File: config.mk
export PLATFORM = sky130hd
export DESIGN_NAME = sync_fifo
export DESIGN_NICKNAME = d
export VERILOG_FILES = /design/src/hw/gat_pkg.sv /design/src/hw/sync_fifo.sv
export SDC_FILE = /design/constraint.sdc
export NUM_CORES = 1
export LEC_CHECK = 0
export BUFFER_PORTS_ARGS = -buffer_cell sky130_fd_sc_hd__buf_2
export CAP_MARGIN = 10
export CORE_MARGIN = 4
export CORE_UTILIZATION = 30
export CTS_CLUSTER_DIAMETER = 150
export CTS_CLUSTER_SIZE = 30
export DETAILED_ROUTE_END_ITERATION = 8
export PLACE_DENSITY = 0.5
export RECOVER_POWER = 25
export SYNTH_ARGS = -nofsm -noshare
export SYNTH_HDL_FRONTEND = slang
export SYNTH_SLANG_ARGS = --single-unit
File: constraint.sdc
create_clock -name clk -period 9.24 [get_ports clk]
set_input_delay 0.462 -clock clk [delete_from_list [all_inputs] [get_ports clk]]
set_output_delay 0.462 -clock clk [all_outputs]
set_load 0.01 [all_outputs]
File: src/hw/gat_pkg.sv
package gat_pkg;

  // Layer sizes
  localparam int NUM_FEAT_IN   = 4;
  localparam int NUM_FEAT_OUT  = 2;
  localparam int MAX_NODES     = 4;
  localparam int NUM_WGT_WORDS = NUM_FEAT_IN * NUM_FEAT_OUT + 2 * NUM_FEAT_OUT;

  // Coefficient scaling
  localparam int LRELU_SHIFT = 3;
  localparam int COEF_SHIFT  = 8;

  localparam int FIFO_DEPTH = 8;

  typedef logic signed [7:0]  data_t;
  typedef logic signed [17:0] wh_t;
  typedef logic signed [27:0] score_t;
  typedef logic signed [15:0] coef_t;
  typedef logic signed [31:0] acc_t;

  typedef data_t [NUM_FEAT_IN-1:0]                    feat_row_t;
  typedef wh_t   [NUM_FEAT_OUT-1:0]                   wh_row_t;
  typedef data_t [NUM_FEAT_IN-1:0][NUM_FEAT_OUT-1:0]  wgt_mat_t;
  // Lower half is the target part, upper half the neighbor part
  typedef data_t [2*NUM_FEAT_OUT-1:0]                 att_vec_t;

  typedef struct packed {
    coef_t   coef;
    wh_row_t wh;
    logic    last;
  } coef_entry_t;

  typedef enum logic {ACCUM, EMIT} aggr_state_e;

  localparam score_t COEF_MAX = (2 ** ($bits(coef_t) - 1)) - 1;
  localparam score_t COEF_MIN = -(2 ** ($bits(coef_t) - 1));

  // LeakyReLU, scale down, saturate to coef_t
  function automatic coef_t score_to_coef(input score_t score);
    score_t lrelu;
    score_t scaled;
    lrelu  = (score < 0) ? (score >>> LRELU_SHIFT) : score;
    scaled = lrelu >>> COEF_SHIFT;
    if (scaled > COEF_MAX) begin
      return coef_t'(COEF_MAX);
    end
    if (scaled < COEF_MIN) begin
      return coef_t'(COEF_MIN);
    end
    return coef_t'(scaled);
  endfunction

endpackage

File: src/hw/sync_fifo.sv
`timescale 1ns/1ps

module sync_fifo #(
  parameter int DEPTH = gat_pkg::FIFO_DEPTH
) (
  input  logic                 clk,
  input  logic                 rst_n,

  input  logic                 push_i,
  input  gat_pkg::coef_entry_t wdata_i,
  output logic                 full_o,

  input  logic                 pop_i,
  output gat_pkg::coef_entry_t rdata_o,
  output logic                 empty_o
);

  import gat_pkg::*;

  // DEPTH must be a power of two so the pointers wrap on their own
  coef_entry_t                mem [DEPTH];
  logic [$clog2(DEPTH)-1:0]   wr_ptr;
  logic [$clog2(DEPTH)-1:0]   rd_ptr;
  logic [$clog2(DEPTH+1)-1:0] count;

  assign full_o  = (count == DEPTH);
  assign empty_o = (count == 0);
  assign rdata_o = mem[rd_ptr];

  always_ff @(posedge clk or negedge rst_n) begin
    if (!rst_n) begin
      wr_ptr <= '0;
      rd_ptr <= '0;
      count  <= '0;
    end else begin
      if (push_i) begin
        wr_ptr <= wr_ptr + 1'b1;
      end
      if (pop_i) begin
        rd_ptr <= rd_ptr + 1'b1;
      end
      case ({push_i, pop_i})
        2'b10:   count <= count + 1'b1;
        2'b01:   count <= count - 1'b1;
        default: count <= count;
      endcase
    end
  end

  always_ff @(posedge clk) begin
    if (push_i) begin
      mem[wr_ptr] <= wdata_i;
    end
  end

  a_no_overflow: assert property (@(posedge clk) disable iff (!rst_n) full_o |-> !push_i)
    else $error("coefficient FIFO pushed while full");

  a_no_underflow: assert property (@(posedge clk) disable iff (!rst_n) empty_o |-> !pop_i)
    else $error("coefficient FIFO popped while empty");

endmodule

# == Word level (Yosys, flattened, before mapping) ==
# Memories as Yosys holds them, arrays and structs flattened.
# Cells that the tools add are included.
# word_totals
input_bits,57
n_memories,1
ff_bits,10
out_inout_bits,55
ramBits,424
word_cells,16
# memory_table
name,words,word_bits,rd,rd_ports_with_merged_regs,wr,line_no,text
mem,8,53,1,0,1,sync_fifo.sv:21,coef_entry_t mem [DEPTH];
# op_classes
n_eq_ne,3
addsub,4
reduce_logical,2
n_mux,3
# ops
cell,count
case mux 4 bit (2 select lines),1
"adder 3 x 1 -> 3 bit, second input constant",2
"adder 4 x 1 -> 4 bit, second input constant",1
"equality test 4 bit, second input constant",1
zero test 4 bit,1
"subtractor 4 x 1 -> 4 bit, second input constant",1
"equality test 2 x 1 -> 1 bit, second input constant",1
"equality test 2 bit, second input constant",1
two-way mux 1 bit,2
nonzero test 2 bit,1

# == Depth between registers and ports, before layout ==
# depth
ltp_word,2
depth_mapped,8
mapped_depth_nobuf,8

# == Worst setup path after synthesis ==
# Ideal clock, no wire load.
# synth_path
path_kind,reg-to-reg
start,register wr_ptr[1]
end,"memory mem[0][0] in the netlist's numbering, enable pin"
n_path_buf,0
setup_ps,529
arrival_ps,4187
required_ps,8711
stages_incl_launch_ff,3
setup_slack_ps,4524
path_cell_list,dfrtp_1 -> nand2b_1 -> nor3_1
# synth_lines
element,line_no,text
from (decl),sync_fifo.sv:22,logic [$clog2(DEPTH)-1:0] wr_ptr;
from (signal assigned),sync_fifo.sv:37,wr_ptr <= wr_ptr + 1'b1;
to (decl),sync_fifo.sv:21,
# Straight into the memory's write port.

==> results by group <==
Global route
  – Met3 Use GR: 2.38%
  – M2 GR Usage: about a fifth
  – Global-route wire length before repair: 51,100 um
  – Initial antenna violation count: 4
  – Total grt overflow: 0
  – Largest net degree at the start of global routing: 57
  – All-Layer GR Usage: ~12%
  – Vias in the first global route: 7,442
  – Most utilized layer in the global route result: met2
  – Met1 Track Usage GR: 15.7%

STA
  – Final setup violation count: 0
  – Worst setup margin: 5.45 ns
  – Unrepaired setup endpoints after global routing: no
  – Min Tclk post-route: roughly 3.8 ns
  – Setup_tns: 0 ns
  – Skew final: 0.0192 ns
  – Max Slew Vio Count: 0
  – Final hold slack: 0.189 ns
  – Final period util: 41.1%
  – Max-slew headroom: 29.4%
  – Worst-margin pin slew: 1.06 ns
  – Fin. Hold Viols: 0
  – Fmax: 264 MHz

Clock tree
  – CTS tree: done
  – Post-CTS sizing: 0
  – Total CTS buffers: 18
  – CTS clock-pin slew for the worst setup and hold paths: about 0.11 ns
  – Latest clock arrival within the worst-skew pair: about 0.55 ns
  – Post-CTS Setup Inserts: 0
  – Cts hold-fix bufs: 1
  – Clock Sinks: 434
  – CTS Root Cell: clkbuf_16
  – CTS max path bufs: 3
  – Htree depth: 1

Synth
  – Leading area contributor after synthesis: edfxtp_1
  – Distinct cells, synth: 23
  – Post-Syn Area: 16,500 sq um
  – Async set or reset register ratio after synthesis: 2.30%
  – Share of the synthesized area in the top cell type: 77.3%
  – Most numerous cell in the Yosys netlist: edfxtp_1
  – Seq/Total Area, Yosys: 78.8%
  – Seq cells post-synth: 434
  – Synth cell count leaders: edfxtp_1, mux4_2, mux2_2
  – Synth Flop Type: edfxtp_1
  – Synth Warn #: 0
  – Cells after synthesis: 667
  – Syn Area/Cell: around 25 sq um
  – Number of synthesized flops with an enable pin: ~420
  – Post-Syn Nets: 729
  – Synth area leaders: edfxtp_1, mux4_2, mux2_2

Outcome
  – Status: complete, no violations

Routing
  – Total routed wirelength: 34,200 um
  – Drc violations: 0
  – Vias per cell: 4.71
  – Antenna-violating nets left: 0
  – WL per Instance: 23.1 um
  – Initial DRC count: 515
  – Routed via count: 6,979
  – Detailed Routing Iterations Pass 1: 5

Cells and area
  – Layout cells sized above 1: a little over a third
  – Filler instances: between 5,000 and 6,000
  – Design Area, Final: between 15,000 and 20,000 sq um
  – Diode count: 0
  – Layout area overhead: 11.4%
  – Register area: 13,000 sq um
  – Layout net count: 843
  – Util after Layout: between 30% and 40%
  – Fin cells: 1,482
  – Area of the multi-input gates: around 3300 sq um

Critical path
  – Critical path required time: 8.78 ns
  – CP Launch Type: flop
  – Crit path buffers/inverters: 2
  – Critical Path Max Stage Delay: 1.01 ns
  – Worst r2r path cells: 3
  – Critical path depth: 4
  – Max Fanout on Critical Path: between 50 and 60
  – Arrival @ worst endpoint: 3.33 ns
  – Crit path max-delay cell type: dfrtp_4
  – CP Capture Type: output pin
  – CP top delay family: flip-flops
  – WS Path Type: flop to output pin
  – Crit path cell chain: buf_4 > mux4_2 > mux2_2 > buf_2

Run
  – Max cap viols: 0

Hold path
  – Hold path cells: 2
  – Worst hold path type: input pin to flop

Place
  – Placer Congestion: 0.631
  – Post-DP HPWL: 17,300 um
  – Placed Instances: ~1,500
  – Worst slack, placed: about 5.9 ns
  – Placed Area: 17,900 sq um
  – Port Buf Inserts: 111

Floorplanning
  – Num rows: 85
  – Io pins: about 110
  – Die height: approximately 240 um
  – Core Area: 54,100 sq um
  – Initial Util: 30.4%
  – DIE AREA: approximately 59,000 sq um
  – Die width: 242 um

Pwr
  – Leakage: ~5.7 nW
  – Peak supply drop: about 0.11 mV
  – Total Power: roughly 5.3 mW
  – Power Density: 291 nW/um^2
[per-layer routing]
layer  part of all wire (%)  routed length, um
met1                     44              15000
met2                     50              17200
met3                    4.7               1610
met4                    1.0                352
met5                   0.16                 54
[state kept, by name (all words and copies together) (netlist names)]
signal	flops
count	4
mem	424
rd_ptr	3
wr_ptr	3
[worst reg2reg max path, cell delays in order, from the launching register on]
cell,delay [ns]
dfrtp_4,1.01
buf_4,0.77
ha_1,0.48
mux2_2,0.26
[path summary, 6_finish.rpt]
check                      startpoint          to  slack [ns]
setup / recovery            rd_ptr[1]  rdata_o[3]        5.45
hold / removal                 push_i   wr_ptr[0]        0.19
setup reg to reg            rd_ptr[1]   rd_ptr[1]        6.62
hold reg to reg              count[3]    count[3]        0.51
max in group asynchronous       rst_n   rd_ptr[0]        8.67
min in group asynchronous       rst_n   rd_ptr[1]        0.32
[where the power goes]
group	internal (mW)	switching, mW
clock	0.411	0.579
combinational	0.837	0.849
sequential	2.48	0.187
total	3.72	1.61
[cell families after synthesis]
kind of cell,synth area share (%)
compound gates,0.152
flops,78.8
mux,18.3
fa+ha+maj,0.380
buf+inv,1.24
simple gates,0.668
xor+xnor,0.478
[area by class of cell]
type	instances	share of cell area (%)
clock buffer	23	2.67
inverter	1	0.0204
sequential	434	70.7
timing repair buffer	124	3.34
multi-input combinational	202	18.2
clock inverter	2	0.252
tap	696	4.74
[placed cells by master, fill, tap and decap left out, types with 3 or more instances in the layout]
cell type  Yosys  layout
dfrtp_1       10       7
clkbuf_16      0      19
nand2_1        4       4
ha_1           5       5
buf_4          0      12
nor2b_1        3       3
nor2_4         0       6
xnor2_1        3       3
clkbuf_1      13      38
nand2b_1       3       3
mux4_2       106     106
buf_2         12      77
mux2_2        56      56
edfxtp_1     424     424
xor2_1         6       6
Power figures use the tool's default switching activity.
