$ cat src/hw/gat_pkg.sv
package gat_pkg;

  // Layer sizes
  localparam int NUM_FEAT_IN   = 4;
  localparam int NUM_FEAT_OUT  = 2;
  localparam int MAX_NODES     = 4;
  localparam int NUM_WGT_WORDS = NUM_FEAT_IN * NUM_FEAT_OUT + 2 * NUM_FEAT_OUT;

  // Coefficient scaling
  localparam int LRELU_SHIFT = 3;
  localparam int COEF_SHIFT  = 8;

  localparam int FIFO_DEPTH = 8;

  typedef logic signed [7:0]  data_t;
  typedef logic signed [17:0] wh_t;
  typedef logic signed [27:0] score_t;
  typedef logic signed [15:0] coef_t;
  typedef logic signed [31:0] acc_t;

  typedef data_t [NUM_FEAT_IN-1:0]                    feat_row_t;
  typedef wh_t   [NUM_FEAT_OUT-1:0]                   wh_row_t;
  typedef data_t [NUM_FEAT_IN-1:0][NUM_FEAT_OUT-1:0]  wgt_mat_t;
  // Lower half is the target part, upper half the neighbor part
  typedef data_t [2*NUM_FEAT_OUT-1:0]                 att_vec_t;

  typedef struct packed {
    coef_t   coef;
    wh_row_t wh;
    logic    last;
  } coef_entry_t;

  typedef enum logic {ACCUM, EMIT} aggr_state_e;

  localparam score_t COEF_MAX = (2 ** ($bits(coef_t) - 1)) - 1;
  localparam score_t COEF_MIN = -(2 ** ($bits(coef_t) - 1));

  // LeakyReLU, scale down, saturate to coef_t
  function automatic coef_t score_to_coef(input score_t score);
    score_t lrelu;
    score_t scaled;
    lrelu  = (score < 0) ? (score >>> LRELU_SHIFT) : score;
    scaled = lrelu >>> COEF_SHIFT;
    if (scaled > COEF_MAX) begin
      return coef_t'(COEF_MAX);
    end
    if (scaled < COEF_MIN) begin
      return coef_t'(COEF_MIN);
    end
    return coef_t'(scaled);
  endfunction

endpackage

$ cat src/hw/wh_projection.sv
`timescale 1ns/1ps

module wh_projection (
  input  logic               clk,
  input  logic               rst_n,

  input  logic               loaded_i,
  input  gat_pkg::wgt_mat_t  wgt_mat_i,

  input  logic               feat_valid_i,
  input  gat_pkg::feat_row_t feat_data_i,
  input  logic               feat_last_i,
  output logic               feat_ready_o,

  output logic               wh_valid_o,
  output gat_pkg::wh_row_t   wh_row_o,
  output logic               wh_last_o,
  input  logic               wh_ready_i
);

  import gat_pkg::*;

  wh_row_t wh_next;
  logic    feat_fire;

  // One dot product per output feature
  always_comb begin
    wh_t sum;
    for (int f = 0; f < NUM_FEAT_OUT; f++) begin
      sum = '0;
      for (int k = 0; k < NUM_FEAT_IN; k++) begin
        sum = sum + $signed(feat_data_i[k]) * $signed(wgt_mat_i[k][f]);
      end
      wh_next[f] = sum;
    end
  end

  assign feat_ready_o = loaded_i && (!wh_valid_o || wh_ready_i);
  assign feat_fire    = feat_valid_i && feat_ready_o;

  always_ff @(posedge clk or negedge rst_n) begin
    if (!rst_n) begin
      wh_valid_o <= 1'b0;
    end else if (feat_fire) begin
      wh_valid_o <= 1'b1;
    end else if (wh_ready_i) begin
      wh_valid_o <= 1'b0;
    end
  end

  always_ff @(posedge clk) begin
    if (feat_fire) begin
      wh_row_o  <= wh_next;
      wh_last_o <= feat_last_i;
    end
  end

endmodule

$ cat config.mk
export PLATFORM = sky130hd
export DESIGN_NAME = wh_projection
export DESIGN_NICKNAME = d
export VERILOG_FILES = /design/src/hw/gat_pkg.sv /design/src/hw/wh_projection.sv
export SDC_FILE = /design/constraint.sdc
export NUM_CORES = 2
export LEC_CHECK = 0
export BUFFER_PORTS_ARGS = -buffer_cell sky130_fd_sc_hd__buf_2
export CORE_MARGIN = 5
export CORE_UTILIZATION = 55
export CTS_CLUSTER_DIAMETER = 60
export DETAILED_ROUTE_END_ITERATION = 10
export PLACE_DENSITY = 0.73
export SLEW_MARGIN = 20
export SYNTH_ARGS = -nofsm -noshare
export SYNTH_HDL_FRONTEND = slang
export SYNTH_SLANG_ARGS = --single-unit
$ cat constraint.sdc
create_clock -name clk -period 3.34 [get_ports clk]
set_input_delay 0.668 -clock clk [delete_from_list [all_inputs] [get_ports clk]]
set_output_delay 0.668 -clock clk [all_outputs]
set_load 0.05 [all_outputs]
=== Yosys cells after proc, flatten, opt, wreduce, memory -nomap -nowiden ===
Index checks and enable logic that the tools add are counted.

* Add/subtract/negate cells: 6
* $mul: 8
* Multiplexer cells: 2
* Reduce and logical (&&, ||, !) cells: 5

{| class="wikitable"
|+ Operator list
! kind !! number
|-
| $mul 8x8->16 || 8
|-
| $add 17x16->18 || 2
|-
| $add 18x16->18 || 2
|-
| $add 16x16->17 || 2
|-
| $logic_and 1x1->1 || 2
|-
| $mux 1 || 2
|-
| $reduce_bool 2->1 || 1
|-
| $logic_not 1->1 || 1
|-
| $logic_or 1x1->1 || 1
|}

* Bits in registers: 38
* Input bits: 102
* Output and inout bits: 39
* Word-level logic and storage cells: 25

=== Logic depth before layout (Yosys ltp) ===
* Depth after elaboration: 5
* Depth in mapped cells: 24
* Mapped depth without buffers: 23

=== Worst setup path after synthesis ===
No wires, ideal clock.

* Kind: input to register
* Start point: input feat_data_i[31] (netlist bit)
* End point: register wh_row_o[34] (netlist bit), data pin
* Library setup time: 0.258 ns
* Data arrival time: 6.713 ns
* Data required time: 3.082 ns
* Path slack: -3.630 ns
* Stages: 22
* Buffers on the path: 1
* Path through: clkbuf_1 nand2_1 inv_1 fa_1 inv_1 fa_1 fa_1 inv_1 fa_1 fa_1 fa_1 fa_1 inv_1 fa_1 inv_1 ha_1 a21o_1 a2111oi_2 o211ai_1 a31o_1 a21oi_2 xnor2_1

{| class="wikitable"
|+ RTL lines
! what !! RTL line !! RTL
|-
| start, declared || wh_projection.sv:11 || <nowiki>input gat_pkg::feat_row_t feat_data_i,</nowiki>
|-
| end signal, assigned || wh_projection.sv:53 || <nowiki>wh_row_o <= wh_next;</nowiki>
|-
| end, declared || wh_projection.sv:16 || <nowiki>output gat_pkg::wh_row_t wh_row_o,</nowiki>
|}

==> results.yml <==
global_route:
  grt_pass1_wl_um: 100800
  antenna_found_initial: 3
  grt_max_degree: 37
  track_usage: 0.2790
  grt_pass1_vias: 19789
  overflow: 0
logic_synthesis:
  yosysTopAreaCellShare: 0.5521
  syn-num-nets: 3239
  yosysMostFrequentCell: "inv_1"
  ys_ff_latch: 38
  ys_top_cells_by_count: "inv_1 (733), fa_1 (636), and2_1 (290)"
  synth_cell_type_count: 40
  async_flop_share: 0.02632
  yosysWarnings: 0
  yosysTopAreaCell: "fa_1"
  syn_area_per_cell_um2: 9.996
  syn_inst: 2307
  ys_seq_area_frac: 0.04926
  synth_ff_type: "edfxtp_1"
  synth-edff-count: 37
  yosys-top-cells-area: "fa_1 (55%), inv_1 (12%), ha_1 (11%)"
  synthesis.area_um2: 23060
layout:
  postLayoutCoreUtil: 0.6950
  layout-drive-gt1-share: 0.2771
  final_net_count: 3623
  area_delta_synth_final_pct: 25.84
  design_area_um2: 29020
  finalNonFillerCells: 3232
timing:
  fin_crit_sh: 1.965
  setup_violations: 32
  fin_skew_ns: 0.007407
  max_freq_mhz: 152.4
  tightest_slew_ns: 0.5709
  setup_ws_ns: -3.223
  slew_headroom: 0.6194
  rsz0062_at_grt: "yes"
  slew_violations: 0
  final-hold-violation-count: 0
  min_period_ns: 6.563
worst_hold_path:
  hold_class: "in2async"
clock_tree:
  clk_pin_slew_ns: 0.07
  cts-hold-fix-buffers: 0
  cts_htree_levels: 2
  cts_buffers: 5
  cts_root_buf: "clkbuf_16"
  clock_path_buffers: 2
  insertion_delay_ns: 0.32
  tritoncts: "built"
  cts.sinks: 38
status:
  status: "complete, but fails checks"
  violations: "negative setup slack"
routing:
  drt_iter0_drc: 798
  vias_per_cell: 5.158
  routed-wl-met3_um: 2988
  drtPass1Iterations: 5
  drt_wl_total_um: 61880
  ant_nets: 0
  drt-wirelength-per-cell_um: 19.15
  drc: 0
  vias: 16670
  top_layer: "met4"
  wl_met1_um: 21370
  wl_met2_um: 34380
worst_setup_path:
  worstPathArrival_ns: 6.64
  end_kind: "register"
  crit_fanout: 8
  worstPathRequired_ns: 3.41
  crit_slowest_cell: "fa_1"
  crit_type: "in2reg"
  path_common_cell: "fa_1"
  worstPathCellList: "buf_12, buf_8, and2_4, fa_1, inv_2, fa_1, fa_1, fa_1, inv_1, fa_1, fa_1, fa_1, inv_1, fa_1, inv_2, ha_4, a21o_1, a21oi_2, nor3b_4, a2bb2oi_2, buf_4, xor2_2"
  startpoint_type: "input port"
  slowest_delay_ns: 0.56
placed_design:
  dp_cells: 3180
  gp_congestion: 0.8819
  io_buffers: 140
  dp_hpwl_um: 51670
  placed_area_um2: 26620
floorplan:
  die_width_um: 214.8
  die_area_um2: 46120
  pin_count: 141
  die_y_um: 214.8
  fp-row-count: 75
  initial_core_util: 0.5522
  core_area_um2: 41760
run:
  maxCapViolations: 0
## cell usage in the layout, fill, tap and decap left out, types with 7 or more instances in the layout
| master | n |
|---|---|
| xor2_1 | 14 |
| o21ai_0 | 10 |
| buf_8 | 8 |
| a21oi_2 | 10 |
| clkbuf_16 | 7 |
| ha_1 | 128 |
| ha_4 | 62 |
| inv_2 | 77 |
| a21o_1 | 8 |
| nand2_2 | 21 |
| xnor2_1 | 38 |
| edfxtp_1 | 37 |
| buf_2 | 75 |
| buf_12 | 26 |
| fa_1 | 603 |
| nand2b_1 | 22 |
| nor2_1 | 20 |
| fa_2 | 33 |
| and2_4 | 59 |
| buf_6 | 80 |
| inv_1 | 653 |
| buf_4 | 218 |
| nor2b_1 | 19 |
| and2_1 | 231 |
| nand2_1 | 136 |
| nand2_4 | 10 |
## final cells by class
class                           count  area [µm²]
Timing Repair Buffer              414        3721
Inverter                          733        2756
Antenna cell                        1       2.502
Clock buffer                        7       142.6
Tap cell                          539       674.4
Multi-Input combinational cell   1499       20560
Clock inverter                      1       30.03
Fill cell                        2956       12740
Sequential cell                    38        1136
## per-stage QoR
stage                     TNS (ns)  worst slack [ns]  hold slack, ns
after floorplan             -79.89            -3.183          0.3724
after global placement      -96.81            -3.621          0.4423
after detailed placement    -99.38            -3.775          0.4447
after CTS                   -81.64            -3.205         0.08596
after global routing        -87.33            -3.392         0.08613
final                       -83.27            -3.223          0.1019
## worst paths after layout
kind | cells past startpoint | slack [ns] | to | from
max in group asynchronous | 1 | 3.15 | wh_valid_o | rst_n
min in group clk | 2 | 0.51 | wh_valid_o | wh_valid_o
max | 22 | -3.22 | wh_row_o[14] | feat_data_i[7]
max reg2reg | 5 | 1.73 | wh_row_o[33] | wh_valid_o
min reg2reg | 2 | 0.51 | wh_valid_o | wh_valid_o
min | 1 | 0.10 | wh_valid_o | rst_n
## critical path, delay by kind of cell
family | cells | cell delay (ns)
AOI/OAI and AO/OA | 3 | 0.52
xor gates and xnor gates | 1 | 0.14
adders and majority gates | 9 | 4.27
buffers and inverters | 7 | 0.61
and+or+nand+nor | 2 | 0.41
## metal layers
layer  GRT usage  up-vias
li1            -     7290
met1      0.3168     8727
met2      0.5260      487
met3     0.03673      166
met4      0.1196        0
met5           0        -
## what timing repair did
item / in CTS / in global routing
setup buffers: 18 / 27
pin swaps: 168 / 151
cloned: 1 / 2
gates resized for setup: 328 / 148
setup endpoints to repair: 32 / 32
## kinds of logic after synthesis
kind of cell    Yosys count  share of synthesized area
fa+ha+maj               830                     0.6574
buf+inv                 770                     0.1253
simple gates            538                     0.1250
compound gates           72                    0.02062
xor+xnor                 59                    0.02241
flops                    38                    0.04926
## sequential cells by signal, summed over array words and instances (netlist names)
register    cells
wh_last_o       1
wh_row_o       36
wh_valid_o      1
Power is left out: the tool's default activity adds up to more than one toggle a clock period on the data nets, which glitch-free logic cannot reach.
