==> src/hw/gat_pkg.sv <==
package gat_pkg;

  // Layer sizes
  localparam int NUM_FEAT_IN   = 4;
  localparam int NUM_FEAT_OUT  = 2;
  localparam int MAX_NODES     = 4;
  localparam int NUM_WGT_WORDS = NUM_FEAT_IN * NUM_FEAT_OUT + 2 * NUM_FEAT_OUT;

  // Coefficient scaling
  localparam int LRELU_SHIFT = 3;
  localparam int COEF_SHIFT  = 8;

  localparam int FIFO_DEPTH = 8;

  typedef logic signed [7:0]  data_t;
  typedef logic signed [17:0] wh_t;
  typedef logic signed [27:0] score_t;
  typedef logic signed [15:0] coef_t;
  typedef logic signed [31:0] acc_t;

  typedef data_t [NUM_FEAT_IN-1:0]                    feat_row_t;
  typedef wh_t   [NUM_FEAT_OUT-1:0]                   wh_row_t;
  typedef data_t [NUM_FEAT_IN-1:0][NUM_FEAT_OUT-1:0]  wgt_mat_t;
  // Lower half is the target part, upper half the neighbor part
  typedef data_t [2*NUM_FEAT_OUT-1:0]                 att_vec_t;

  typedef struct packed {
    coef_t   coef;
    wh_row_t wh;
    logic    last;
  } coef_entry_t;

  typedef enum logic {ACCUM, EMIT} aggr_state_e;

  localparam score_t COEF_MAX = (2 ** ($bits(coef_t) - 1)) - 1;
  localparam score_t COEF_MIN = -(2 ** ($bits(coef_t) - 1));

  // LeakyReLU, scale down, saturate to coef_t
  function automatic coef_t score_to_coef(input score_t score);
    score_t lrelu;
    score_t scaled;
    lrelu  = (score < 0) ? (score >>> LRELU_SHIFT) : score;
    scaled = lrelu >>> COEF_SHIFT;
    if (scaled > COEF_MAX) begin
      return coef_t'(COEF_MAX);
    end
    if (scaled < COEF_MIN) begin
      return coef_t'(COEF_MIN);
    end
    return coef_t'(scaled);
  endfunction

endpackage

==> src/hw/attention_score.sv <==
`timescale 1ns/1ps

module attention_score (
  input  logic                 clk,
  input  logic                 rst_n,

  input  gat_pkg::att_vec_t    att_vec_i,

  input  logic                 wh_valid_i,
  input  gat_pkg::wh_row_t     wh_row_i,
  input  logic                 wh_last_i,
  output logic                 wh_ready_o,

  output logic                 push_o,
  output gat_pkg::coef_entry_t entry_o,
  input  logic                 full_i
);

  import gat_pkg::*;

  logic   first_q;
  score_t tgt_q;
  score_t tgt_now;
  score_t nbr_now;
  score_t tgt_use;
  score_t score;

  // Target and neighbor halves of a dotted with this Wh row
  always_comb begin
    tgt_now = '0;
    nbr_now = '0;
    for (int f = 0; f < NUM_FEAT_OUT; f++) begin
      tgt_now = tgt_now + $signed(att_vec_i[f]) * $signed(wh_row_i[f]);
      nbr_now = nbr_now + $signed(att_vec_i[NUM_FEAT_OUT + f]) * $signed(wh_row_i[f]);
    end
  end

  // First row of a subgraph supplies its own target term
  assign tgt_use = first_q ? tgt_now : tgt_q;
  assign score   = tgt_use + nbr_now;

  assign wh_ready_o = !full_i;
  assign push_o     = wh_valid_i && !full_i;

  assign entry_o.coef = score_to_coef(score);
  assign entry_o.wh   = wh_row_i;
  assign entry_o.last = wh_last_i;

  always_ff @(posedge clk or negedge rst_n) begin
    if (!rst_n) begin
      first_q <= 1'b1;
    end else if (push_o) begin
      first_q <= wh_last_i;
    end
  end

  always_ff @(posedge clk) begin
    if (push_o && first_q) begin
      tgt_q <= tgt_now;
    end
  end

endmodule

==> config.mk <==
export PLATFORM = sky130hd
export DESIGN_NAME = attention_score
export DESIGN_NICKNAME = d
export VERILOG_FILES = /design/src/hw/gat_pkg.sv /design/src/hw/attention_score.sv
export SDC_FILE = /design/constraint.sdc
export NUM_CORES = 2
export LEC_CHECK = 0
export ABC_AREA = 1
export BUFFER_PORTS_ARGS = -buffer_cell sky130_fd_sc_hd__clkbuf_2
export CORE_MARGIN = 8
export CORE_UTILIZATION = 55
export DETAILED_ROUTE_END_ITERATION = 8
export PLACE_DENSITY = 0.73
export SKIP_CTS_REPAIR_TIMING = 1
export SYNTH_ARGS = -nofsm -noshare
export SYNTH_HDL_FRONTEND = slang
export SYNTH_SLANG_ARGS = --single-unit
==> constraint.sdc <==
create_clock -name clk -period 21.7 [get_ports clk]
set_clock_uncertainty 0.05 [all_clocks]
set_input_delay 5.425 -clock clk [delete_from_list [all_inputs] [get_ports clk]]
set_output_delay 5.425 -clock clk [all_outputs]
set_load 0.02 [all_outputs]
; ---- Word level (Yosys, flattened, before mapping)
; Index checks and enable logic that the tools add are counted.
[totals]
ff_bits = 29
inputBits = 73
output_inout_bits = 55
wordCells = 24
[op_classes]
n_addsub = 3
n_mul = 4
order_cmp = 3
muxes = 9
reduce_logical = 3
[ops]
columns = cell, n
row1 = multiplier 8 x 18 -> 26 bit, 4
row2 = two-way mux 16 bit, 4
row3 = adder 26 x 26 -> 27 bit, 2
row4 = adder 28 x 27 -> 28 bit, 1
row5 = < comparator 28 x 1 -> 1 bit (second input constant), 1
row6 = two-way mux 28 bit, 1
row7 = two-way mux 27 bit, 1
row8 = > comparator 20 x 16 -> 1 bit (second input constant), 1
row9 = < comparator 20 x 16 -> 1 bit (second input constant), 1
row10 = two-way mux 1 bit, 3
row11 = logical AND 1 bit, 2
row12 = zero test 1 bit, 1

; ---- Logic depth before layout (Yosys ltp)
[logic_depth]
depth_word = 11
depth_mapped = 57
ltp_nobuf = 55

; ---- Worst setup path after synthesis
; No wires, ideal clock.
[synth_timing]
path_type = input to output
from = input port att_vec_i[1] (netlist name)
to = output port entry_o[42] (netlist name)
arrival_time_ps = 14915
required_time_ps = 16225
slack_ps = 1310
stages = 49
path_buffers = 3
path_cell_list = clkbuf_1 clkbuf_1 nand2_1 fa_1 fa_1 fa_1 inv_1 fa_1 fa_1 inv_1 fa_1 inv_1 ha_1 a21o_1 o21bai_1 nand2_1 nand4_1 nand2_1 [13 not listed] fa_1 inv_1 ha_1 nand2_1 inv_1 a21oi_2 nand2_1 nand2_2 nand2_1 nor2_2 nand2_1 nand2_4 nand2_2 nor2_2 nand2_2 nand2_4 buf_12 nand2_2
[synth_rtl]
columns = item, line
row1 = from (decl), attention_score.sv:7  ; input gat_pkg::att_vec_t att_vec_i,
row2 = to (decl), attention_score.sv:15  ; output gat_pkg::coef_entry_t entry_o,

==> results_dict.tcl <==
set metrics [dict create \
    run_status "complete, no violations" \
    post_drt_wl_per_cell_um 16.1 \
    crit-reg2reg-capture "tgt_q[5]" \
    floorplan.core_area_um2 45000 \
    wirelength_um 61000 \
    fp.dieArea_um2 52200 \
    path_max_fanout 15 \
    rows 78 \
    timing.setup.critical_path_class "primary input to output pin" \
    route.vias.total 19070 \
    most_frequent_cells_in_the_layout "sky130_fd_sc_hd__inv_1, sky130_fd_sc_hd__nand2_1, sky130_fd_sc_hd__fa_1" \
    final-seq-area_um2 837 \
    post_synth.cell_area_avg_um2 7.79 \
    slowest_stage "sky130_fd_sc_hd__fa_1" \
    finalCriticalPeriod_ns 21.06 \
    worst_hold_path_type "flip-flop to flip-flop" \
    setup-violations-final 0 \
    port_buffers 127 \
    synth_sequential_area_ratio_pct 3.37 \
    synth_cells 3187 \
    postSynthRegisterBits 28 \
    net_count_after_synthesis 4035 \
    drive_above_1_share_pct 7.72 \
    library_cell_used_as_clock_root_buffer "sky130_fd_sc_hd__clkbuf_16" \
    worst_r2r_path_cells 4 \
    most_common_library_cell_in_the_layout_ignoring_fill_and_taps "sky130_fd_sc_hd__inv_1" \
    hpwl_um 53400 \
    post-route-drc-count 0 \
    timing.final.max_slew_violations 0 \
    grt_start_max_net_pins 36 \
    clock_latency_ns 0.28 \
    worst_hold_path.num_cells 3 \
    avg_vias_per_cell 5.02 \
    critical-path-top-delay-family "adder cells" \
    antenna_violations_before_repair 0 \
    timing.slew.headroom_pct 58.5 \
    synth_warnings 0 \
    grt_pass1_wl_um 104000 \
    initialDrtViolationCount 1414 \
    ports_placed_on_the_boundary 128 \
    synthesized_area_um2 24800 \
    cts_buffer_depth 2 \
    critical_path_arrival_ns 15.58 \
    drv.max_cap_violation_count 0 \
    max_slew.worst_pin.slew_ns 0.622 \
    layout.filler_cells 4160 \
    rrSetupSlack_ns 19.44 \
    critPathBufInv 10 \
    timing.final.hold_violations 0 \
    clock_tree_from_tritoncts "done" \
    die_h_um 229 \
    drt_first_pass_iters 6 \
    critPathCaptureType "output pin" \
    cp_slowest_stage_delay_ns 0.57 \
    htree_num_levels 1 \
    fin_nets 4049 \
    hold_slack_ns 1.12 \
    hold_path_startpoint "first_q" \
    diodes 0 \
    clock-sinks 28 \
    setup.worst_path.start_class "primary input" \
    fp.dieW_um 229 \
    globalRoute.totalOverflow 0 \
    clk_pin_slew_worst_paths_ns 0.09 \
    worstReg2RegStart "first_q" \
    combined_area_of_the_multi_input_logic_cells_um2 19400 \
    grt_util_all_layers_pct 24.6 \
    timing.hold.worst_endpoint "first_q" \
    final_cycle_share_pct 97.0 \
    place_congestion 0.923 \
    ant_nets 0 \
    data_required_time_of_the_critical_path_ns 16.23 \
    synthToLayoutAreaGrowth_pct 4.36 \
    numCtsBuffers 3 \
    grt_pass1_vias 20597 \
    max_freq_ghz 0.0475 \
    initial_core_util_pct 55.2 \
    post_synth_num_cell_types 41 \
]
sequential cells by signal, summed over array words and instances (netlist names):
name     cells
first_q      1
tgt_q       27
kinds of logic after synthesis:
kind of cell | share of synthesized area, %
DFF | 3.37
adders and majority gates | 57.0
buffers and inverters | 18.6
AOI/OAI and AO/OA | 2.23
xor gates and xnor gates | 1.45
and+or+nand+nor | 17.3
worst reg2reg max path, stage by stage (launching register included):
cell and delay (ns):
sky130_fd_sc_hd__dfstp_2 0.91, sky130_fd_sc_hd__clkinv_1 0.13, sky130_fd_sc_hd__buf_4 0.28, sky130_fd_sc_hd__nor2_2 0.15
sky130_fd_sc_hd__buf_4 0.38
through the flow:
| step | setup TNS, ns | setup slack, ns | cell area, µm² | utilization [%] | cells |
|---|---|---|---|---|---|
| floorplan | 0 | 1.31 | 24800 | - | 3187 |
| global placement | 0 | 0.239 | 25700 | 57.2 | 3794 |
| detailed placement | 0 | 0.188 | 25700 | 57.2 | 3794 |
| CTS | 0 | 0.156 | 25800 | 57.4 | 3798 |
| global route | -0.000714 | -0.000455 | 25900 | 57.6 | 3800 |
| finish | 0 | 0.644 | 25900 | 57.6 | 3800 |
layout make-up:
class | count | area share, %
inverters | 1026 | 14.9
clock buffers | 3 | 0.290
flip-flops and latches | 28 | 3.23
clock inverters | 1 | 0.116
repair buffers | 164 | 3.61
well taps | 600 | 2.90
multi-input cells | 1978 | 75.0
synth_stat cells, drive strengths merged:
master  count  area [µm²]
xor2       25         219
buf        57         392
edfxtp     27         811
o21a        2        15.0
nor2       86         350
nor4        4        25.0
o21bai      7        52.6
a21oi      45         244
nor3        7        35.0
inv      1024        3840
and2        5        31.3
or2        13        81.3
nand2     887        3400
xnor2      16         140
nand3      55         303
a31oi       1        6.26
o211ai      8        70.1
o21ai      27         135
clkbuf     98         368
nand3b      3        22.5
nor3b       1        12.5
a21o        4        30.0
ha        179        2240
clkinv      2        7.51
nand4       7        43.8
fa        596       11900
dfstp       1        26.3
worst max path at each step:
stage               slack, ns  depth (start not counted)    startpoint     endpoint
floorplan                1.31                         49  att_vec_i[1]  entry_o[42]
global placement         0.24                         49  att_vec_i[1]  entry_o[38]
detailed placement       0.19                         49  att_vec_i[1]  entry_o[38]
CTS                      0.16                         49  att_vec_i[1]  entry_o[38]
global route          -0.0005                         48  att_vec_i[1]  entry_o[37]
finish                   0.64                         48   wh_row_i[8]  entry_o[41]
routing by layer:
| metal | routed length (µm) | GRT usage, % |
|---|---|---|
| met1 | 25100 | 32.8 |
| met2 | 28500 | 40.6 |
| met3 | 5380 | 4.77 |
| met4 | 1970 | 7.06 |
| met5 | 0 | 0 |
Power is left out: the tool's default activity adds up to more than one toggle a clock period on the data nets, which glitch-free logic cannot reach.
