File: src/hw/gat_pkg.sv
package gat_pkg;

  // Layer sizes
  localparam int NUM_FEAT_IN   = 4;
  localparam int NUM_FEAT_OUT  = 2;
  localparam int MAX_NODES     = 4;
  localparam int NUM_WGT_WORDS = NUM_FEAT_IN * NUM_FEAT_OUT + 2 * NUM_FEAT_OUT;

  // Coefficient scaling
  localparam int LRELU_SHIFT = 3;
  localparam int COEF_SHIFT  = 8;

  localparam int FIFO_DEPTH = 8;

  typedef logic signed [7:0]  data_t;
  typedef logic signed [17:0] wh_t;
  typedef logic signed [27:0] score_t;
  typedef logic signed [15:0] coef_t;
  typedef logic signed [31:0] acc_t;

  typedef data_t [NUM_FEAT_IN-1:0]                    feat_row_t;
  typedef wh_t   [NUM_FEAT_OUT-1:0]                   wh_row_t;
  typedef data_t [NUM_FEAT_IN-1:0][NUM_FEAT_OUT-1:0]  wgt_mat_t;
  // Lower half is the target part, upper half the neighbor part
  typedef data_t [2*NUM_FEAT_OUT-1:0]                 att_vec_t;

  typedef struct packed {
    coef_t   coef;
    wh_row_t wh;
    logic    last;
  } coef_entry_t;

  typedef enum logic {ACCUM, EMIT} aggr_state_e;

  localparam score_t COEF_MAX = (2 ** ($bits(coef_t) - 1)) - 1;
  localparam score_t COEF_MIN = -(2 ** ($bits(coef_t) - 1));

  // LeakyReLU, scale down, saturate to coef_t
  function automatic coef_t score_to_coef(input score_t score);
    score_t lrelu;
    score_t scaled;
    lrelu  = (score < 0) ? (score >>> LRELU_SHIFT) : score;
    scaled = lrelu >>> COEF_SHIFT;
    if (scaled > COEF_MAX) begin
      return coef_t'(COEF_MAX);
    end
    if (scaled < COEF_MIN) begin
      return coef_t'(COEF_MIN);
    end
    return coef_t'(scaled);
  endfunction

endpackage

File: src/hw/aggregator.sv
`timescale 1ns/1ps

module aggregator (
  input  logic                 clk,
  input  logic                 rst_n,

  output logic                 pop_o,
  input  gat_pkg::coef_entry_t entry_i,
  input  logic                 empty_i,

  output logic                 out_valid_o,
  output gat_pkg::acc_t        out_data_o,
  input  logic                 out_ready_i
);

  import gat_pkg::*;

  aggr_state_e                     state;
  acc_t                            acc_q [NUM_FEAT_OUT];
  logic [$clog2(NUM_FEAT_OUT)-1:0] emit_idx;
  logic                            out_fire;

  assign pop_o       = (state == ACCUM) && !empty_i;
  assign out_valid_o = (state == EMIT);
  assign out_data_o  = acc_q[emit_idx];
  assign out_fire    = out_valid_o && out_ready_i;

  always_ff @(posedge clk or negedge rst_n) begin
    if (!rst_n) begin
      state    <= ACCUM;
      emit_idx <= '0;
      for (int f = 0; f < NUM_FEAT_OUT; f++) begin
        acc_q[f] <= '0;
      end
    end else begin
      case (state)
        ACCUM: begin
          if (pop_o) begin
            // Products wrap to 32 bits along with the sum
            for (int f = 0; f < NUM_FEAT_OUT; f++) begin
              acc_q[f] <= acc_q[f] + $signed(entry_i.coef) * $signed(entry_i.wh[f]);
            end
            if (entry_i.last) begin
              state    <= EMIT;
              emit_idx <= '0;
            end
          end
        end
        EMIT: begin
          if (out_fire) begin
            if (emit_idx == NUM_FEAT_OUT - 1) begin
              state <= ACCUM;
              for (int f = 0; f < NUM_FEAT_OUT; f++) begin
                acc_q[f] <= '0;
              end
            end else begin
              emit_idx <= emit_idx + 1'b1;
            end
          end
        end
        default: state <= ACCUM;
      endcase
    end
  end

  a_out_stable: assert property (@(posedge clk) disable iff (!rst_n)
    out_valid_o && !out_ready_i |=> out_valid_o && $stable(out_data_o))
    else $error("result word changed while stalled");

endmodule

File: config.mk
export PLATFORM = sky130hd
export DESIGN_NAME = aggregator
export DESIGN_NICKNAME = d
export VERILOG_FILES = /design/src/hw/gat_pkg.sv /design/src/hw/aggregator.sv
export SDC_FILE = /design/constraint.sdc
export NUM_CORES = 2
export LEC_CHECK = 0
export BUFFER_PORTS_ARGS = -buffer_cell sky130_fd_sc_hd__clkbuf_2
export CORE_ASPECT_RATIO = 0.6
export CORE_MARGIN = 2
export CORE_UTILIZATION = 35
export DETAILED_ROUTE_END_ITERATION = 16
export SLEW_MARGIN = 15
export SYNTH_ARGS = -nofsm -noshare
export SYNTH_HDL_FRONTEND = slang
export SYNTH_SLANG_ARGS = --single-unit
File: constraint.sdc
create_clock -name clk -period 15.7 [get_ports clk]
set_input_delay 3.14 -clock clk [delete_from_list [all_inputs] [get_ports clk]]
set_output_delay 3.14 -clock clk [all_outputs]
set_load 0.02 [all_outputs]
# Word level (Yosys, flattened, before mapping)
# Index checks and enable logic that the tools add are counted.
# op_classes
n_bitwise	2
n_lt_le_gt_ge	1
mul	2
n_mux	17
n_eq_ne	4
reduce_logical	5
addsub	3
# ops
operator	n
two-way mux 64 bit	3
one-hot mux 64 bit (2 select lines)	1
two-way mux 32 bit	3
adder 32 bit	2
multiplier 16 x 18 -> 32 bit	2
two-way mux 1 bit	8
AND reduction 3 bit	2
!= test 2 x 1 -> 1 bit (second input constant)	2
!= test 2 bit (second input constant)	2
one-hot mux 1 bit (2 select lines)	2
greater-or-equal comparator 2 bit (second input constant)	1
logical AND 1 bit	2
inverter 1 -> 2 bit	1
adder 1 bit (second input constant)	1
logical NOT 1 bit	1
inverter 1 bit	1
# totals
out_inout_bits	34
ff_bits	66
inputBits	57

# Longest topological paths before layout
# depth
depth_word	4
depth_mapped	24
mapped_depth_nobuf	23

# Least setup slack after synthesis
# OpenSTA, ideal clock, no wires.
# synth_timing
path_kind	input port to flip-flop
start	input entry_i[38] (netlist name)
end	register acc_q[28] (netlist name)
path_buffers	2
setup_time_ns	0.122
path_slack_ns	6.699
path_stages	22
arrival_ns	8.880
path_cell_list	clkbuf_1 clkbuf_1 nand2_1 fa_1 fa_1 fa_1 fa_1 inv_1 fa_1 inv_1 fa_1 inv_1 ha_1 or3_4 a221oi_2 a21boi_2 a31oi_4 a211o_1 a31o_4 a21boi_1 or3_1 a32o_1
# synth_via
elab_chain_len	4
# synth_rtl
element	line	source
start: declaration	aggregator.sv:8	input gat_pkg::coef_entry_t entry_i,
multiplier 16 x 18 -> 32 bit	aggregator.sv:41	acc_q[f] <= acc_q[f] + $signed(entry_i.coef) * $signed(entry_i.wh[f]);
adder 32 bit	aggregator.sv:41	
two-way mux 64 bit	aggregator.sv:38	if (pop_o) begin
one-hot mux 64 bit (2 select lines)	aggregator.sv:36	case (state)
end signal: indexed assignment	aggregator.sv:41	
end: declaration	aggregator.sv:19	acc_t acc_q [NUM_FEAT_OUT];
# No other way between the ends. The select of a mux whose other input is x is not followed.
# A chain may end at the register's enable or synchronous reset.

# Final worst setup path
# layout_timing
start	input entry_i[52] (netlist name)
end	register acc_q[62] (netlist name)
# Same word-level chain as after synthesis.

==> out/results.txt <==
total clock buffers created by CTS = 9
Critical Path RT = 15910 ps
fin crit period = 10190 ps
element type at the critical path start = input port
top achievable clock speed = 0.0982 GHz
total wire length = 63200 um
number of enable-type register cells in the synthesized netlist = 0
Relative slew margins = 21.5%
Die Footprint = 74900 um^2
top flip-flop cell by instance count after synthesis = sky130_fd_sc_hd__dfrtp_1
distinct cell type count of the synthesized netlist = 64
arrival time at the worst endpoint = 10400 ps
number of I/O port buffers = 90
number of DRC markers after the initial detailed-route iteration = 1117
setup repair after global routing missed its margin = no
pin count of the biggest net entering global routing = 65
Setup violations, final = 0
Slew Limit Fails = 0
die span in y = 213 um
Clk pin slew, worst setup/hold paths = 60 ps
asr flop ratio synth = 100%
Yosys reg bits = 66
Core Rows = 76
worst clock skew = 9.52 ps
capturing element type of the critical path = register
Placeable Area = 71800 um^2
post-DR wirelength/cell = 17.0 um
hold violation total from the final report = 0
Multi-input gate area = 20700 um^2
Worst Hold Class = register to register
CTS tree = done
maximum root-to-sink buffer count = 2
Max Fanout on Critical Path = 26
Mapped Cells = 2734
register area = 1650 um^2
max capacitance violation total = 0
final cycle utilization of the critical path = 64.9%
wire length of the first global-routing pass = 106000 um
source-to-sink clock delay at the later pin of the worst-skew pair = 350 ps
Sink Count = 66
Horiz. Die Dim = 352 um
diode insertion count for antenna repair = 0
outcome = finished clean
CTS Root Cell = sky130_fd_sc_hd__clkbuf_16
depth of the CTS H-tree = 3
total overflow reported by the global router = 0
Setup TNS = 0 ps
via count normalized by instance count = 4.72
critical setup path kind = input port to register
HPWL after detailed placement = 52000 um
layout cell share with drive strength beyond 1 = 6.12%
number of filler instances in the final layout = 7341
effective utilization at floorplan = 35.4%
Post-CTS Resized = 0
synth warn = 0
number of hold-repair buffers added at the cts stage = 0
Post-Syn Area per Cell = 9.30 um^2
net count after synthesis = 3597
post-CTS repair timing setup buffer count = 0
number of global-route vias before repair = 18800
Total GRT Usage = 18.4%
global placement routability congestion = 0.857
antenna violation net count after detailed routing = 0
first-pass iteration count of the detailed router = 5
sequential fraction of the synthesis area = 6.50%
layout net count = 3601
via count = 17500
Post-Syn Area = 25400 um^2
area grow syn2layout = 6.64%
antenna violations before repair = 2
I/O pin cnt = 91
number of remaining DRC errors = 0
Worst-Margin Slew = 1180 ps
[layout make-up]
cell class,count,share of cell area [%]
repair buffers,104,2.06
flip-flops and latches,66,6.10
inverters,707,9.79
multi-input cells,1850,76.4
clock buffers,10,0.882
clock inverters,6,0.263
well taps,975,4.50
[layout by cell type, fill, tap and decap left out, drive strengths merged, types with 3 or more instances in the layout]
cell	Yosys	routed
xnor2	55	55
or2	3	3
dfrtp	66	66
mux2	31	31
a211o	5	5
a2111oi	3	3
and2	268	268
nand4	3	3
nor2b	5	5
nand2	345	345
nor2	47	47
xor2	29	29
nand3	7	7
or3	6	6
o21bai	14	14
a22o	13	13
clkbuf	110	99
o31ai	4	4
o211ai	7	7
nand2b	13	13
and3	5	5
a21o	19	19
a32o	4	4
buf	1	15
a21oi	45	45
inv	706	709
a31oi	7	7
ha	194	194
o21a	6	6
fa	612	612
nor3	12	12
o21ai	65	65
[per-stage QoR]
step	worst slack (ps)	hold slack, ps	instances	instance area (um^2)	util (%)
final	5510	494	3718	27100	37.8
after global routing	4990	539	3718	27100	37.8
after CTS	5680	489	3718	27100	37.8
after detailed placement	5290	476	3702	26800	37.3
after global placement	5500	466	3702	26800	37.3
after floorplan	6700	450	2734	25400	-
[Yosys cell counts, types with 2 or more instances]
cell type	count	area share [%]
sky130_fd_sc_hd__a211o_1	5	0.17
sky130_fd_sc_hd__nand3_1	7	0.14
sky130_fd_sc_hd__a32o_1	4	0.16
sky130_fd_sc_hd__o211ai_1	6	0.18
sky130_fd_sc_hd__o21ai_0	60	1.2
sky130_fd_sc_hd__inv_1	705	10
sky130_fd_sc_hd__o31ai_1	3	0.089
sky130_fd_sc_hd__o21bai_1	14	0.41
sky130_fd_sc_hd__o21ai_1	4	0.079
sky130_fd_sc_hd__or3_1	5	0.12
sky130_fd_sc_hd__and2_1	268	6.6
sky130_fd_sc_hd__nor2b_1	5	0.12
sky130_fd_sc_hd__xnor2_1	55	1.9
sky130_fd_sc_hd__nand2b_1	13	0.32
sky130_fd_sc_hd__nor3_1	12	0.24
sky130_fd_sc_hd__nand4_1	3	0.074
sky130_fd_sc_hd__or2_2	2	0.049
sky130_fd_sc_hd__mux2_2	31	1.4
sky130_fd_sc_hd__fa_1	612	48
sky130_fd_sc_hd__a31oi_1	6	0.15
sky130_fd_sc_hd__o211a_1	2	0.079
sky130_fd_sc_hd__nand2_1	345	5.1
sky130_fd_sc_hd__nor2_1	47	0.69
sky130_fd_sc_hd__xor2_1	29	1.0
sky130_fd_sc_hd__and3_1	5	0.12
sky130_fd_sc_hd__a21o_1	19	0.56
sky130_fd_sc_hd__clkbuf_1	110	1.6
sky130_fd_sc_hd__a21oi_1	45	0.89
sky130_fd_sc_hd__a22o_1	13	0.45
sky130_fd_sc_hd__and4_1	2	0.069
sky130_fd_sc_hd__dfrtp_1	66	6.5
sky130_fd_sc_hd__ha_1	194	9.6
sky130_fd_sc_hd__o21a_1	6	0.18
[path summary, 6_finish.rpt]
| kind | start | endpoint | slack, ps | depth (start not counted) |
|---|---|---|---|---|
| min in group asynchronous | rst_n | out_valid_o | 2600 | 1 |
| max in group asynchronous | rst_n | acc_q[59] | 12120 | 2 |
| max reg2reg | acc_q[47] | acc_q[62] | 9710 | 19 |
| min | acc_q[47] | acc_q[47] | 490 | 2 |
| max | entry_i[52] | acc_q[62] | 5510 | 20 |
| min reg2reg | acc_q[47] | acc_q[47] | 490 | 2 |
[routing by layer]
metal / vias up / routed length [um] / track usage [%]
li1: 7987 / - / -
met1: 9076 / 33000 / 30.1
met2: 460 / 24800 / 25.2
met3: 16 / 5190 / 4.36
met4: 0 / 206 / 1.11
met5: - / 0 / 0
[flip-flops by register name, summed over array words and instances (netlist names)]
name and cells:
acc_q 64, emit_idx 1, out_valid_o 1
[critical path: stages]
cell                        delay [ps]
sky130_fd_sc_hd__clkbuf_2          340
sky130_fd_sc_hd__clkinv_1          950
sky130_fd_sc_hd__nor2_1            410
sky130_fd_sc_hd__fa_1              480
sky130_fd_sc_hd__fa_1              510
sky130_fd_sc_hd__fa_1              430
sky130_fd_sc_hd__fa_1              470
sky130_fd_sc_hd__fa_1              490
sky130_fd_sc_hd__inv_1              50
sky130_fd_sc_hd__fa_1              470
sky130_fd_sc_hd__inv_1              40
sky130_fd_sc_hd__ha_1              360
sky130_fd_sc_hd__nand2_1           110
sky130_fd_sc_hd__or3_1             410
sky130_fd_sc_hd__a2111oi_0         860
sky130_fd_sc_hd__o41ai_1           280
sky130_fd_sc_hd__nor2b_1           220
sky130_fd_sc_hd__o21ai_1           160
sky130_fd_sc_hd__xnor2_1           130
sky130_fd_sc_hd__o21ai_0            90
[logic make-up after synthesis]
logic type	count (synthesis)	synth area share, %
AO/OA/AOI/OAI	211	5.63
XOR/XNOR	84	2.89
adder cells (fa/ha/maj)	806	57.8
buffers and inverters	818	12.1
flip-flops	66	6.50
multiplexers	31	1.37
AND/OR/NAND/NOR	718	13.8
Power is left out: the tool's default activity adds up to more than one toggle a clock period on the data nets, which glitch-free logic cannot reach.
